### src/verilog/mips_isa_pkg.sv
// instruction-set definitions for the mips pipeline, imported by the RTL and the testbench encoder
package mips_isa_pkg;

   // data word and the fields cut from an instruction
   typedef logic [31:0] word_t;
   typedef logic [4:0]  reg_idx_t;
   typedef logic [5:0]  opcode_t;
   typedef logic [5:0]  funct_t;

   // word address on the instruction and data ports, byte offset dropped
   typedef logic [29:0] waddr_t;

   // program counter after reset, start of the text segment
   localparam word_t text_start_default = 32'h0040_0000;

   // primary opcodes
   // special selects the register-register group through funct
   localparam opcode_t op_special = 6'h00;
   localparam opcode_t op_addi    = 6'h08;
   localparam opcode_t op_addiu   = 6'h09;
   localparam opcode_t op_slti    = 6'h0a;
   localparam opcode_t op_sltiu   = 6'h0b;
   localparam opcode_t op_andi    = 6'h0c;
   localparam opcode_t op_ori     = 6'h0d;
   localparam opcode_t op_xori    = 6'h0e;
   localparam opcode_t op_lui     = 6'h0f;
   localparam opcode_t op_lw      = 6'h23;
   localparam opcode_t op_sw      = 6'h2b;

   // function codes under op_special
   // constant shifts take shamt, variable shifts take rs
   localparam funct_t fn_sll  = 6'h00;
   localparam funct_t fn_srl  = 6'h02;
   localparam funct_t fn_sra  = 6'h03;
   localparam funct_t fn_sllv = 6'h04;
   localparam funct_t fn_srlv = 6'h06;
   localparam funct_t fn_srav = 6'h07;
   localparam funct_t fn_add  = 6'h20;
   localparam funct_t fn_addu = 6'h21;
   localparam funct_t fn_sub  = 6'h22;
   localparam funct_t fn_subu = 6'h23;
   localparam funct_t fn_and  = 6'h24;
   localparam funct_t fn_or   = 6'h25;
   localparam funct_t fn_xor  = 6'h26;
   localparam funct_t fn_nor  = 6'h27;
   localparam funct_t fn_slt  = 6'h2a;
   localparam funct_t fn_sltu = 6'h2b;

endpackage

### src/verilog/mips_pipe_pkg.sv
// pipeline definitions shared by the stage modules: alu codes, control bundle, stage registers
package mips_pipe_pkg;

   import mips_isa_pkg::*;

   // alu operation selected in decode, carried to execute
   typedef logic [3:0] alu_sel_t;

   localparam alu_sel_t alu_add  = 4'd0;
   localparam alu_sel_t alu_sub  = 4'd1;
   localparam alu_sel_t alu_and  = 4'd2;
   localparam alu_sel_t alu_or   = 4'd3;
   localparam alu_sel_t alu_xor  = 4'd4;
   localparam alu_sel_t alu_nor  = 4'd5;
   localparam alu_sel_t alu_slt  = 4'd6;
   localparam alu_sel_t alu_sltu = 4'd7;
   localparam alu_sel_t alu_sll  = 4'd8;
   localparam alu_sel_t alu_srl  = 4'd9;
   localparam alu_sel_t alu_sra  = 4'd10;
   localparam alu_sel_t alu_sllv = 4'd11;
   localparam alu_sel_t alu_srlv = 4'd12;
   localparam alu_sel_t alu_srav = 4'd13;
   // passes the second operand, used by lui
   localparam alu_sel_t alu_lui  = 4'd14;

   // all-zero value is the bubble
   typedef struct packed {
      logic     reg_we;
      logic     mem_we;
      logic     mem_to_reg;
      logic     alu_src_imm;
      alu_sel_t alu_sel;
   } ctrl_t;

   // stage registers
   typedef struct packed {
      ctrl_t    ctrl;
      word_t    rs_val;
      word_t    rt_val;
      word_t    imm;
      reg_idx_t dest;
   } id_ex_t;

   typedef struct packed {
      ctrl_t    ctrl;
      word_t    alu_out;
      word_t    rt_val;
      reg_idx_t dest;
   } ex_mem_t;

   typedef struct packed {
      logic     reg_we;
      word_t    value;
      reg_idx_t dest;
   } mem_wb_t;

   // writeback as seen by the register file and the hazard unit
   typedef struct packed {
      logic     we;
      reg_idx_t dest;
      word_t    value;
   } wb_t;

   // remaining stall cycles after a hazard is seen
   typedef logic [1:0] stall_cnt_t;

endpackage

### src/verilog/mips_fetch.sv
// fetch stage, keeps the program counter and drives the instruction address of the core
module mips_fetch
   import mips_isa_pkg::*;
#(
   parameter word_t text_start = text_start_default
) (
   input  logic   clk,
   input  logic   rst_b,
   input  logic   stall,
   output waddr_t inst_addr
);

   // pc is held as a word address, the byte offset is always zero
   localparam waddr_t start_word = text_start[31:2];

   waddr_t pc_q;

   // one word per cycle
   // hazard stall freezes the pc so the stalled instruction is fetched again
   always_ff @(posedge clk or negedge rst_b) begin
      if (!rst_b) begin
         pc_q <= start_word;
      end else if (!stall) begin
         pc_q <= pc_q + 30'd1;
      end
   end

   // memory answers in the same cycle
   assign inst_addr = pc_q;

endmodule

### src/verilog/mips_regfile.sv
// general purpose register file for decode, two read ports and the writeback port
module mips_regfile
   import mips_isa_pkg::*, mips_pipe_pkg::*;
(
   input  logic     clk,
   input  logic     rst_b,
   input  reg_idx_t rs,
   input  reg_idx_t rt,
   input  wb_t      wb,
   output word_t    rs_data,
   output word_t    rt_data
);

   // r0 has no storage
   word_t regs [31:1];

   // r0 reads zero, a write in this cycle is passed straight to the reader
   function automatic word_t read_port(input reg_idx_t idx);
      if (idx == '0) begin
         return '0;
      end else if (wb.we && wb.dest == idx) begin
         return wb.value;
      end
      return regs[idx];
   endfunction

   always_ff @(posedge clk or negedge rst_b) begin
      if (!rst_b) begin
         for (int i = 1; i < 32; i++) begin
            regs[i] <= '0;
         end
      end else if (wb.we && wb.dest != '0) begin
         regs[wb.dest] <= wb.value;
      end
   end

   // reads follow the storage and the writeback as well as the index
   always_comb begin
      rs_data = read_port(rs);
      rt_data = read_port(rt);
   end

endmodule

### src/verilog/mips_decode.sv
// decode stage: if/id register, control decode, register read and the id/ex register
module mips_decode
   import mips_isa_pkg::*, mips_pipe_pkg::*;
(
   input  logic     clk,
   input  logic     rst_b,
   input  logic     stall,
   input  word_t    inst,
   input  wb_t      wb,
   output id_ex_t   id_ex,
   output reg_idx_t rs,
   output reg_idx_t rt
);

   word_t       ir_q;
   opcode_t     opcode;
   funct_t      funct;
   reg_idx_t    rd;
   logic [15:0] imm16;
   word_t       imm;
   word_t       rs_data;
   word_t       rt_data;
   ctrl_t       ctrl_d;
   reg_idx_t    dest;
   logic        op_known;

   // id/ex registers, control resets, operands do not
   ctrl_t       ctrl_q;
   word_t       rs_q;
   word_t       rt_q;
   word_t       imm_q;
   reg_idx_t    dest_q;

   // instruction register, zero after reset decodes as sll r0 (no-op)
   always_ff @(posedge clk or negedge rst_b) begin
      if (!rst_b) begin
         ir_q <= '0;
      end else if (!stall) begin
         ir_q <= inst;
      end
   end

   assign opcode = ir_q[31:26];
   assign rs     = ir_q[25:21];
   assign rt     = ir_q[20:16];
   assign rd     = ir_q[15:11];
   assign funct  = ir_q[5:0];
   assign imm16  = ir_q[15:0];

   mips_regfile i_regfile (
      .clk     (clk),
      .rst_b   (rst_b),
      .rs      (rs),
      .rt      (rt),
      .wb      (wb),
      .rs_data (rs_data),
      .rt_data (rt_data)
   );

   always_comb begin
      ctrl_d   = '0;
      dest     = rt;
      op_known = 1'b1;
      case (opcode)
         op_special: begin
            // r-type writes rd, unknown funct leaves no write
            dest          = rd;
            ctrl_d.reg_we = 1'b1;
            case (funct)
               fn_sll:          ctrl_d.alu_sel = alu_sll;
               fn_srl:          ctrl_d.alu_sel = alu_srl;
               fn_sra:          ctrl_d.alu_sel = alu_sra;
               fn_sllv:         ctrl_d.alu_sel = alu_sllv;
               fn_srlv:         ctrl_d.alu_sel = alu_srlv;
               fn_srav:         ctrl_d.alu_sel = alu_srav;
               fn_add, fn_addu: ctrl_d.alu_sel = alu_add;
               fn_sub, fn_subu: ctrl_d.alu_sel = alu_sub;
               fn_and:          ctrl_d.alu_sel = alu_and;
               fn_or:           ctrl_d.alu_sel = alu_or;
               fn_xor:          ctrl_d.alu_sel = alu_xor;
               fn_nor:          ctrl_d.alu_sel = alu_nor;
               fn_slt:          ctrl_d.alu_sel = alu_slt;
               fn_sltu:         ctrl_d.alu_sel = alu_sltu;
               default:         ctrl_d.reg_we  = 1'b0;
            endcase
         end
         op_addi, op_addiu: ctrl_d.alu_sel = alu_add;
         op_slti:           ctrl_d.alu_sel = alu_slt;
         op_sltiu:          ctrl_d.alu_sel = alu_sltu;
         op_andi:           ctrl_d.alu_sel = alu_and;
         op_ori:            ctrl_d.alu_sel = alu_or;
         op_xori:           ctrl_d.alu_sel = alu_xor;
         op_lui:            ctrl_d.alu_sel = alu_lui;
         // address is rs plus offset
         op_lw:             ctrl_d.mem_to_reg = 1'b1;
         op_sw:             ctrl_d.mem_we = 1'b1;
         default:           op_known = 1'b0;
      endcase
      // i-type group takes the immediate and writes rt, except sw
      if (opcode != op_special) begin
         ctrl_d.alu_src_imm = op_known;
         ctrl_d.reg_we      = op_known && (opcode != op_sw);
      end
   end

   // logical ops zero-extend, lui moves to the upper half
   // shamt of r-type sits in bits 10:6 of the sign-extended form
   always_comb begin
      case (opcode)
         op_andi, op_ori, op_xori: imm = {16'h0000, imm16};
         op_lui:                   imm = {imm16, 16'h0000};
         default:                  imm = {{16{imm16[15]}}, imm16};
      endcase
   end

   // bubble while stalled, the held instruction issues later
   always_ff @(posedge clk or negedge rst_b) begin
      if (!rst_b) begin
         ctrl_q <= '0;
      end else begin
         ctrl_q <= stall ? '0 : ctrl_d;
      end
   end

   always_ff @(posedge clk) begin
      rs_q   <= rs_data;
      rt_q   <= rt_data;
      imm_q  <= imm;
      dest_q <= dest;
   end

   assign id_ex = '{ctrl: ctrl_q, rs_val: rs_q, rt_val: rt_q, imm: imm_q, dest: dest_q};

endmodule

### src/verilog/mips_hazard.sv
// read-after-write hazard detection, freezes fetch and decode with a cycle countdown
module mips_hazard
   import mips_isa_pkg::*, mips_pipe_pkg::*;
(
   input  logic     clk,
   input  logic     rst_b,
   input  reg_idx_t rs,
   input  reg_idx_t rt,
   input  id_ex_t   id_ex,
   input  ex_mem_t  ex_mem,
   input  wb_t      wb,
   output logic     stall
);

   stall_cnt_t cnt_q;
   stall_cnt_t cnt_load;
   logic       hit_ex;
   logic       hit_mem;
   logic       hit_wb;
   logic       detect;

   // r0 never causes a wait
   function automatic logic reads(input reg_idx_t dest);
      return (rs != '0 && rs == dest) || (rt != '0 && rt == dest);
   endfunction

   // only register writers count, stores and bubbles do not
   always_comb begin
      hit_ex  = id_ex.ctrl.reg_we && reads(id_ex.dest);
      hit_mem = ex_mem.ctrl.reg_we && reads(ex_mem.dest);
      hit_wb  = wb.we && reads(wb.dest);
   end

   // nearest writer sets the length, no new check while counting
   assign detect   = (cnt_q == '0) && (hit_ex || hit_mem || hit_wb);
   assign cnt_load = hit_ex ? 2'd3 : (hit_mem ? 2'd2 : 2'd1);

   always_ff @(posedge clk or negedge rst_b) begin
      if (!rst_b) begin
         cnt_q <= '0;
      end else if (detect) begin
         cnt_q <= cnt_load;
      end else if (cnt_q != '0) begin
         cnt_q <= cnt_q - 2'd1;
      end
   end

   assign stall = detect || (cnt_q != '0);

endmodule

### src/verilog/mips_execute.sv
// execute stage, alu with operand select and the ex/mem register
module mips_execute
   import mips_isa_pkg::*, mips_pipe_pkg::*;
(
   input  logic    clk,
   input  logic    rst_b,
   input  id_ex_t  id_ex,
   output ex_mem_t ex_mem
);

   word_t      op_a;
   word_t      op_b;
   logic [4:0] shamt;
   logic [4:0] vshamt;
   word_t      alu_out;

   // ex/mem registers
   ctrl_t      ctrl_q;
   word_t      alu_q;
   word_t      rt_q;
   reg_idx_t   dest_q;

   assign op_a   = id_ex.rs_val;
   assign op_b   = id_ex.ctrl.alu_src_imm ? id_ex.imm : id_ex.rt_val;
   // constant amount from the shamt field, variable amount from rs
   assign shamt  = id_ex.imm[10:6];
   assign vshamt = id_ex.rs_val[4:0];

   // shifts always act on rt
   always_comb begin
      case (id_ex.ctrl.alu_sel)
         alu_add:  alu_out = op_a + op_b;
         alu_sub:  alu_out = op_a - op_b;
         alu_and:  alu_out = op_a & op_b;
         alu_or:   alu_out = op_a | op_b;
         alu_xor:  alu_out = op_a ^ op_b;
         alu_nor:  alu_out = ~(op_a | op_b);
         alu_slt:  alu_out = {31'b0, $signed(op_a) < $signed(op_b)};
         alu_sltu: alu_out = {31'b0, op_a < op_b};
         alu_sll:  alu_out = id_ex.rt_val << shamt;
         alu_srl:  alu_out = id_ex.rt_val >> shamt;
         alu_sra:  alu_out = word_t'($signed(id_ex.rt_val) >>> shamt);
         alu_sllv: alu_out = id_ex.rt_val << vshamt;
         alu_srlv: alu_out = id_ex.rt_val >> vshamt;
         alu_srav: alu_out = word_t'($signed(id_ex.rt_val) >>> vshamt);
         alu_lui:  alu_out = op_b;
         default:  alu_out = '0;
      endcase
   end

   always_ff @(posedge clk or negedge rst_b) begin
      if (!rst_b) begin
         ctrl_q <= '0;
      end else begin
         ctrl_q <= id_ex.ctrl;
      end
   end

   // rt travels on as store data
   always_ff @(posedge clk) begin
      alu_q  <= alu_out;
      rt_q   <= id_ex.rt_val;
      dest_q <= id_ex.dest;
   end

   assign ex_mem = '{ctrl: ctrl_q, alu_out: alu_q, rt_val: rt_q, dest: dest_q};

endmodule

### src/verilog/mips_memory.sv
// memory stage, drives the data port and holds the mem/wb register for writeback
module mips_memory
   import mips_isa_pkg::*, mips_pipe_pkg::*;
(
   input  logic       clk,
   input  logic       rst_b,
   input  ex_mem_t    ex_mem,
   output waddr_t     mem_addr,
   output word_t      mem_data_in,
   output logic [3:0] mem_write_en,
   input  word_t      mem_data_out,
   output wb_t        wb
);

   mem_wb_t  mem_wb_d;
   logic     reg_we_q;
   word_t    value_q;
   reg_idx_t dest_q;

   // word accesses only, alu result is the byte address
   assign mem_addr     = ex_mem.alu_out[31:2];
   assign mem_data_in  = ex_mem.rt_val;
   assign mem_write_en = {4{ex_mem.ctrl.mem_we}};

   // load data arrives in this cycle
   assign mem_wb_d.reg_we = ex_mem.ctrl.reg_we;
   assign mem_wb_d.value  = ex_mem.ctrl.mem_to_reg ? mem_data_out : ex_mem.alu_out;
   assign mem_wb_d.dest   = ex_mem.dest;

   always_ff @(posedge clk or negedge rst_b) begin
      if (!rst_b) begin
         reg_we_q <= 1'b0;
      end else begin
         reg_we_q <= mem_wb_d.reg_we;
      end
   end

   always_ff @(posedge clk) begin
      value_q <= mem_wb_d.value;
      dest_q  <= mem_wb_d.dest;
   end

   // writeback goes to the register file and the hazard unit
   assign wb = '{we: reg_we_q, dest: dest_q, value: value_q};

endmodule

### src/verilog/mips_core.sv
// five-stage mips integer core, the top level seen by the memories and the testbench
module mips_core
   import mips_isa_pkg::*, mips_pipe_pkg::*;
#(
   parameter word_t text_start = text_start_default
) (
   input  logic       clk,
   input  logic       rst_b,
   output waddr_t     inst_addr,
   input  word_t      inst,
   output waddr_t     mem_addr,
   output word_t      mem_data_in,
   output logic [3:0] mem_write_en,
   input  word_t      mem_data_out
);

   // stage to stage
   id_ex_t   id_ex;
   ex_mem_t  ex_mem;
   wb_t      wb;
   // hazard loop
   reg_idx_t rs;
   reg_idx_t rt;
   logic     stall;

   mips_fetch #(
      .text_start (text_start)
   ) i_fetch (
      .clk       (clk),
      .rst_b     (rst_b),
      .stall     (stall),
      .inst_addr (inst_addr)
   );

   mips_decode i_decode (
      .clk   (clk),
      .rst_b (rst_b),
      .stall (stall),
      .inst  (inst),
      .wb    (wb),
      .id_ex (id_ex),
      .rs    (rs),
      .rt    (rt)
   );

   mips_hazard i_hazard (
      .clk    (clk),
      .rst_b  (rst_b),
      .rs     (rs),
      .rt     (rt),
      .id_ex  (id_ex),
      .ex_mem (ex_mem),
      .wb     (wb),
      .stall  (stall)
   );

   mips_execute i_execute (
      .clk    (clk),
      .rst_b  (rst_b),
      .id_ex  (id_ex),
      .ex_mem (ex_mem)
   );

   mips_memory i_memory (
      .clk          (clk),
      .rst_b        (rst_b),
      .ex_mem       (ex_mem),
      .mem_addr     (mem_addr),
      .mem_data_in  (mem_data_in),
      .mem_write_en (mem_write_en),
      .mem_data_out (mem_data_out),
      .wb           (wb)
   );

endmodule

### config.mk
export PLATFORM = sky130hd
export DESIGN_NAME = mips_core
export DESIGN_NICKNAME = d
export VERILOG_FILES = /design/src/verilog/mips_isa_pkg.sv /design/src/verilog/mips_pipe_pkg.sv /design/src/verilog/mips_fetch.sv /design/src/verilog/mips_regfile.sv /design/src/verilog/mips_decode.sv /design/src/verilog/mips_hazard.sv /design/src/verilog/mips_execute.sv /design/src/verilog/mips_memory.sv /design/src/verilog/mips_core.sv
export SDC_FILE = /design/constraint.sdc
export NUM_CORES = 2
export LEC_CHECK = 0
export ABC_AREA = 0
export CAP_MARGIN = 20
export CORE_ASPECT_RATIO = 1.4
export CORE_MARGIN = 1.5
export CORE_UTILIZATION = 59
export CTS_CLUSTER_SIZE = 24
export DETAILED_ROUTE_END_ITERATION = 12
export DONT_BUFFER_PORTS = 1
export PLACE_DENSITY = 0.75
export SKIP_LAST_GASP = 1
export SYNTH_ARGS = -nofsm -noshare
export SYNTH_HDL_FRONTEND = slang
export SYNTH_SLANG_ARGS = --single-unit
### constraint.sdc
create_clock -name clk -period 11.52 [get_ports clk]
set_input_delay 1.152 -clock clk [delete_from_list [all_inputs] [get_ports clk]]
set_output_delay 1.152 -clock clk [all_outputs]
set_load 0.005 [all_outputs]
## Word level (Yosys, flattened, before mapping)

Cells that the tools add are included.

- Flip-flop bits (word level): 1275

- Bitwise logic cells: 4
- Reduce and logical (&&, ||, !) cells: 37
- Order comparisons: 6
- Eq/ne operators: 48
- Add/sub/neg operators: 4
- Mux-type cells: 36
- Shift-type cells: 6

Operators with widths:

| kind | number |
|---|---|
| bitwise mux 992 bit | 1 |
| case mux 32 bit (15 select lines) | 1 |
| two-way mux 32 bit | 11 |
| binary-select mux 32 bit (select 5 bit) | 2 |
| demux 32 bit (select 5 bit) | 1 |
| == test 6 bit, second input constant | 12 |
| < comparator 32 bit | 2 |
| case mux 32 bit (2 select lines) | 1 |
| << shifter 32 x 5 -> 32 bit | 2 |
| >> shifter 32 x 5 -> 32 bit | 2 |
| >>> shifter 32 x 5 -> 32 bit | 2 |
| case mux 4 bit (13 select lines) | 1 |
| == test 6 x 4 -> 1 bit, second input constant | 8 |
| == test 5 bit | 8 |
| adder 32 bit | 1 |
| bitwise AND 32 bit | 1 |
| inverter 32 bit | 1 |
| bitwise OR 32 bit | 1 |
| subtractor 32 bit | 1 |
| XOR 32 bit | 1 |
| adder 30 x 1 -> 30 bit, second input constant | 1 |
| == test 4 bit, second input constant | 7 |
| case mux 4 bit (7 select lines) | 1 |
| == test 6 x 3 -> 1 bit, second input constant | 3 |
| other kinds (25) | 69 |

## Logic depth before layout (Yosys ltp)

- Word-level depth: 9
- Depth in mapped cells: 17

## By module

Synthesis repeated with hierarchy kept, for this count alone.

- Cells, all modules: 6516
- Area, all modules: 76367.0 µm²

Modules (own cells, without submodules):

| module | instances | area each (µm²) | seq. area each (µm²) | cells each |
|---|---|---|---|---|
| mips_regfile | 1 | 55035.3 | 24823.8 | 4121 |
| mips_execute | 1 | 13446.6 | 1581.5 | 1778 |
| mips_decode | 1 | 4124.0 | 3022.9 | 289 |
| mips_memory | 1 | 1813.0 | 765.7 | 141 |
| mips_fetch | 1 | 1411.4 | 752.0 | 121 |
| mips_hazard | 1 | 536.8 | 50.0 | 66 |

## Worst setup path after synthesis

Ideal clock, no wire load.

- Kind: flip-flop to flip-flop
- From: register i_decode.ctrl_q (netlist bit i_decode.id_ex[105])
- To: register i_execute.alu_q[28]
- Slack: 7.208 ns
- Clock period less this slack: 4.312 ns
- Stages on the path, launching flop included: 17
- Library setup time: 0.120 ns
- Arrival: 4.192 ns
- Data required time: 11.400 ns
- Cells stage by stage: dfrtp_1 > clkbuf_1 > clkbuf_1 > clkbuf_1 > mux2i_1 > ha_1 > buf_6 > nor2b_1 > o31a_1 > o31a_1 > a221o_1 > a211oi_2 > o31a_1 > o21ai_1 > a31oi_1 > nor3_1 > a211o_1

- Longest elaborated chain between the ends: 4

RTL lines:

| item | line | source |
|---|---|---|
| from (decl) | mips_decode.sv:28 | `ctrl_t ctrl_q;` |
| from (signal assigned) | mips_decode.sv:121 | `ctrl_q <= stall ? '0 : ctrl_d;` |
| two-way mux 32 bit (*) | mips_execute.sv:24 | `assign op_b = id_ex.ctrl.alu_src_imm ? id_ex.imm : id_ex.rt_val;` |
| parallel branches: the longest is 2 deep, another holds subtractor 32 bit | -- |  |
| case mux 32 bit (15 select lines) (*) | mips_execute.sv:31 | `case (id_ex.ctrl.alu_sel)` |
| to (signal assigned) | mips_execute.sv:61 | `alu_q <= alu_out;` |
| to (decl) | mips_execute.sv:19 | `word_t alu_q;` |

Mark *: on every way between the ends.
A chain may end at the register's enable or synchronous reset.

## Worst setup path in the final report

- From: register i_decode.ctrl_q (netlist bit i_decode.id_ex[103])
- To: register i_execute.alu_q[25]

- Longest elaborated chain between the ends: 2

RTL lines:

| item | line |
|---|---|
| == test 4 bit, or another cell as far along | mips_execute.sv:31 |
| case mux 32 bit (15 select lines) (*) | mips_execute.sv:31 |

Mark *: on every way between the ends. The rest lies on a longest branch, timed or not.

==> impl_metrics.csv <==
group,metric,value,unit
yosys,syn_inst,5668,
setup_path,worstPathRequired,12.14,ns
floorplan,die_area,126000,um2
yosys,async_flop_share,0.838,
cts,root_buffer,"clkbuf_16",
timing,worst_slack,5.71,ns
global_routing,use_met2,0.649,
cts,clock_latency,0.80,ns
timing,fin_skew,0.0526,ns
placement,portBuffers,0,
cts,cts_buffers,121,
setup_path,worst_r2r_endpoint,"i_execute.alu_q[25]",
cells_and_area,area_growth,7.69,%
yosys,synth_flop_cell,"dfrtp_1",
power,p_per_area,222,nW/um2
setup_path,path_class,"reg -> reg",
cts,cts_tree,"done",
power,p_int,10.3,mW
yosys,synth.distinct_cells,81,
cts,clk_pin_slew,0.07,ns
timing,fmaxAchievable,172,MHz
power,p_seq_frac,0.363,
timing,finalSetupViolCount,0,
power,swShare,0.410,
floorplan,io_pins,162,
floorplan,initial_core_util,0.596,
power,total_power,17.5,mW
setup_path,cp-endpoint,"i_execute.alu_q[25]",
floorplan,fp.dieW,300,um
setup_path,cp.arrival,6.44,ns
setup_path,r2r_setup_slack,5.71,ns
yosys,synth_edf_count,0,
yosys,synth_common_cells,"1167 x mux2_2, 1067 x dfrtp_1, 578 x mux4_2",
routing,wirelength,251,mm
yosys,synth.top_cell.area_share,0.365,
timing,max-slew-margin-rel,0.145,
yosys,yosysTopAreaCell,"dfrtp_1",
yosys,synth_area_per_cell,12.9,um2
timing,hold_violations,0,
routing,drc,0,
setup_path,rr_startpoint,"i_decode.id_ex[103]",
cts,clockBufferDepth,3,
setup_path,startpoint_type,"flip-flop",
yosys,yosys_register_bits,1275,
placement,post-place-ws,5.99,ns
floorplan,num_rows,152,
timing,rsz0062_at_grt,"false",
cells_and_area,layout-drive-gt1-share,0.403,
yosys,seq_area_frac_synth,0.422,
timing,finalSetupTns,0,ns
routing,post_drt_wl_per_cell,35.6,um
cts,hold_buffers,0,
global_routing,grt_pass1_vias,52334,
power,switchingPower,7.17,mW
yosys,synthesis.nets,5834,
setup_path,worstSetupStartpoint,"i_decode.id_ex[103]",
setup_path,cp_max_fo,34,
placement,place.detailed.hpwl,160,mm
cts,post_cts_buffers,0,
run_status,status,"finished, final reports clean",
setup_path,rr_worst_depth,10,
cells_and_area,fin_cells,7057,
floorplan,die_h,419,um
yosys,yosysMostFrequentCell,"mux2_2",
cts,cts_resized,0,
global_routing,grt_busiest_layer,"met2",
power,clkPwrFrac,0.245,
setup_path,endpoint_kind,"flip-flop",
global_routing,grt_overflow,0,
global_routing,grt.total_usage,0.404,
yosys,ys_top_cells_by_area,"dfrtp_1 37%, mux2_2 18%, mux4_2 18%",
routing,via_count,50124,
cts,cts.sink_count,1275,
run,max-cap-violations,0,
placement,dp.cells,6811,
yosys,synth_area,73100,um2
global_routing,grtUsageMet1,0.465,
cells_and_area,nNetsFinal,5499,
cells_and_area,fin_util,0.642,
power,vdd.ir_drop.worst,210,uV
routing,drtPass1Iterations,8,
routing,vias_per_cell,7.10,
power,pwr-share-comb,0.393,
timing,period_needed,5.81,ns
power,power.leakage,35.5,nW
worst_hold_path,min_path_type,"in -> async",
timing,worst_pin_slew,1.25,ns
global_routing,grt_max_degree,259,
placement,place_congestion,1.03,
yosys,ys_warn_count,0,
global_routing,grt_use_met3,0.0991,
timing,final_max_slew_viol_count,0,
floorplan,placeableCoreArea,123000,um2
routing,drtIter0Drc,4769,
routing,ant_nets,0,
timing,min_period_over_period,0.504,
cts,htree_levels,3,
global_routing,grt_first_pass_wirelength,366,mm
global_routing,antenna_found_initial,14,
flip-flops by register name, indices dropped and copies added (netlist names):
register / flops
i_memory.value_q: 32
i_hazard.cnt_q: 2
i_execute.dest_q: 5
i_decode.imm_q: 32
i_decode.rt_q: 32
i_execute.alu_q: 32
i_memory.dest_q: 5
i_decode.id_ex: 8
i_execute.ex_mem: 3
i_memory.reg_we_q: 1
i_decode.i_regfile.regs: 992
i_fetch.inst_addr: 30
i_decode.ir_q: 32
i_execute.rt_q: 32
i_decode.rs_q: 32
i_decode.dest_q: 5
per-stage QoR:
stage | hold slack (ns) | cell area [um2]
2_1_floorplan | 0.326 | 73100
3_3_place_gp | 0.333 | 74000
3_5_place_dp | 0.335 | 74100
4_1_cts | 0.0145 | 78300
5_1_grt | 0.0323 | 78700
6_report | 0.0605 | 78700
worst max-delay path, stage by stage (launching register included):
cell and delay, ns:
dfrtp_1 1.01, nor4bb_4 0.82, mux2i_4 0.33, buf_4 0.49, mux2i_1 0.29, mux2i_1 0.33, mux2i_1 0.75, o22ai_1 0.18
a2111oi_0 1.06, buf_4 0.25, o21ai_0 0.08
cells by family after synthesis:
group                    synth area share
XOR/XNOR                           0.0104
multiplexers                        0.397
AO/OA/AOI/OAI                      0.0625
flip-flops                          0.422
AND/OR/NAND/NOR                    0.0474
adder cells (fa/ha/maj)            0.0173
buffers and inverters              0.0426
placed cells by master (no fill, tap or decap), types with 25 or more instances in the layout:
cell       instances
inv_1            112
o21ai_0          107
a21o_1            36
and3_1            27
clkbuf_1          26
nor2_1           235
o22ai_1           25
mux2_2          1167
dfxtp_1          207
a22o_1            53
mux2i_1          271
mux4_2           578
xnor2_1           62
xor2_1            25
nand3_1           58
buf_4            129
a21oi_1          191
ha_1              98
clkbuf_16        126
nand2_1          236
dfrtp_1         1055
nor2b_1           41
a31oi_1           34
metal layers:
metal / vias to the layer above / wire length [um]
met2: 2477 / 121000
met4: 18 / 22700
li1: 20586 / -
met3: 929 / 20800
met1: 26114 / 86600
met5: - / 112
final cells by class:
| class | instances | area (um2) |
|---|---|---|
| multi-input cells | 3663 | 39400 |
| diodes | 6 | 15.0 |
| fillers | 9046 | 43900 |
| clock inverters | 48 | 666 |
| clock buffers | 176 | 3580 |
| well taps | 1617 | 2020 |
| inverters | 114 | 428 |
| repair buffers | 158 | 1700 |
| flip-flops and latches | 1275 | 30900 |
worst min path at each step:
stage	from	endpoint	cells after the start	slack [ns]
finish	rst_b	i_decode.i_regfile.regs[795]	0	0.06
global route	rst_b	i_decode.i_regfile.regs[827]	0	0.03
detailed placement	i_decode.id_ex[106]	i_execute.ex_mem[74]	0	0.33
CTS	rst_b	i_decode.i_regfile.regs[732]	0	0.01
global placement	i_decode.id_ex[106]	i_execute.ex_mem[74]	0	0.33
floorplan	i_decode.rt_q[26]	i_execute.rt_q[26]	0	0.33
power groups by stage:
| stage | sequential, mW | combinational (mW) | clock, mW |
|---|---|---|---|
| 2_1_floorplan | 5.52 | 5.04 | 0 |
| 3_3_place_gp | 6.49 | 6.42 | 0 |
| 3_5_place_dp | 6.48 | 6.51 | 0 |
| 4_1_cts | 6.41 | 6.53 | 4.32 |
| 5_1_grt | 6.40 | 7.16 | 4.50 |
| 6_report | 6.35 | 6.87 | 4.28 |
Power figures use the tool's default switching activity.
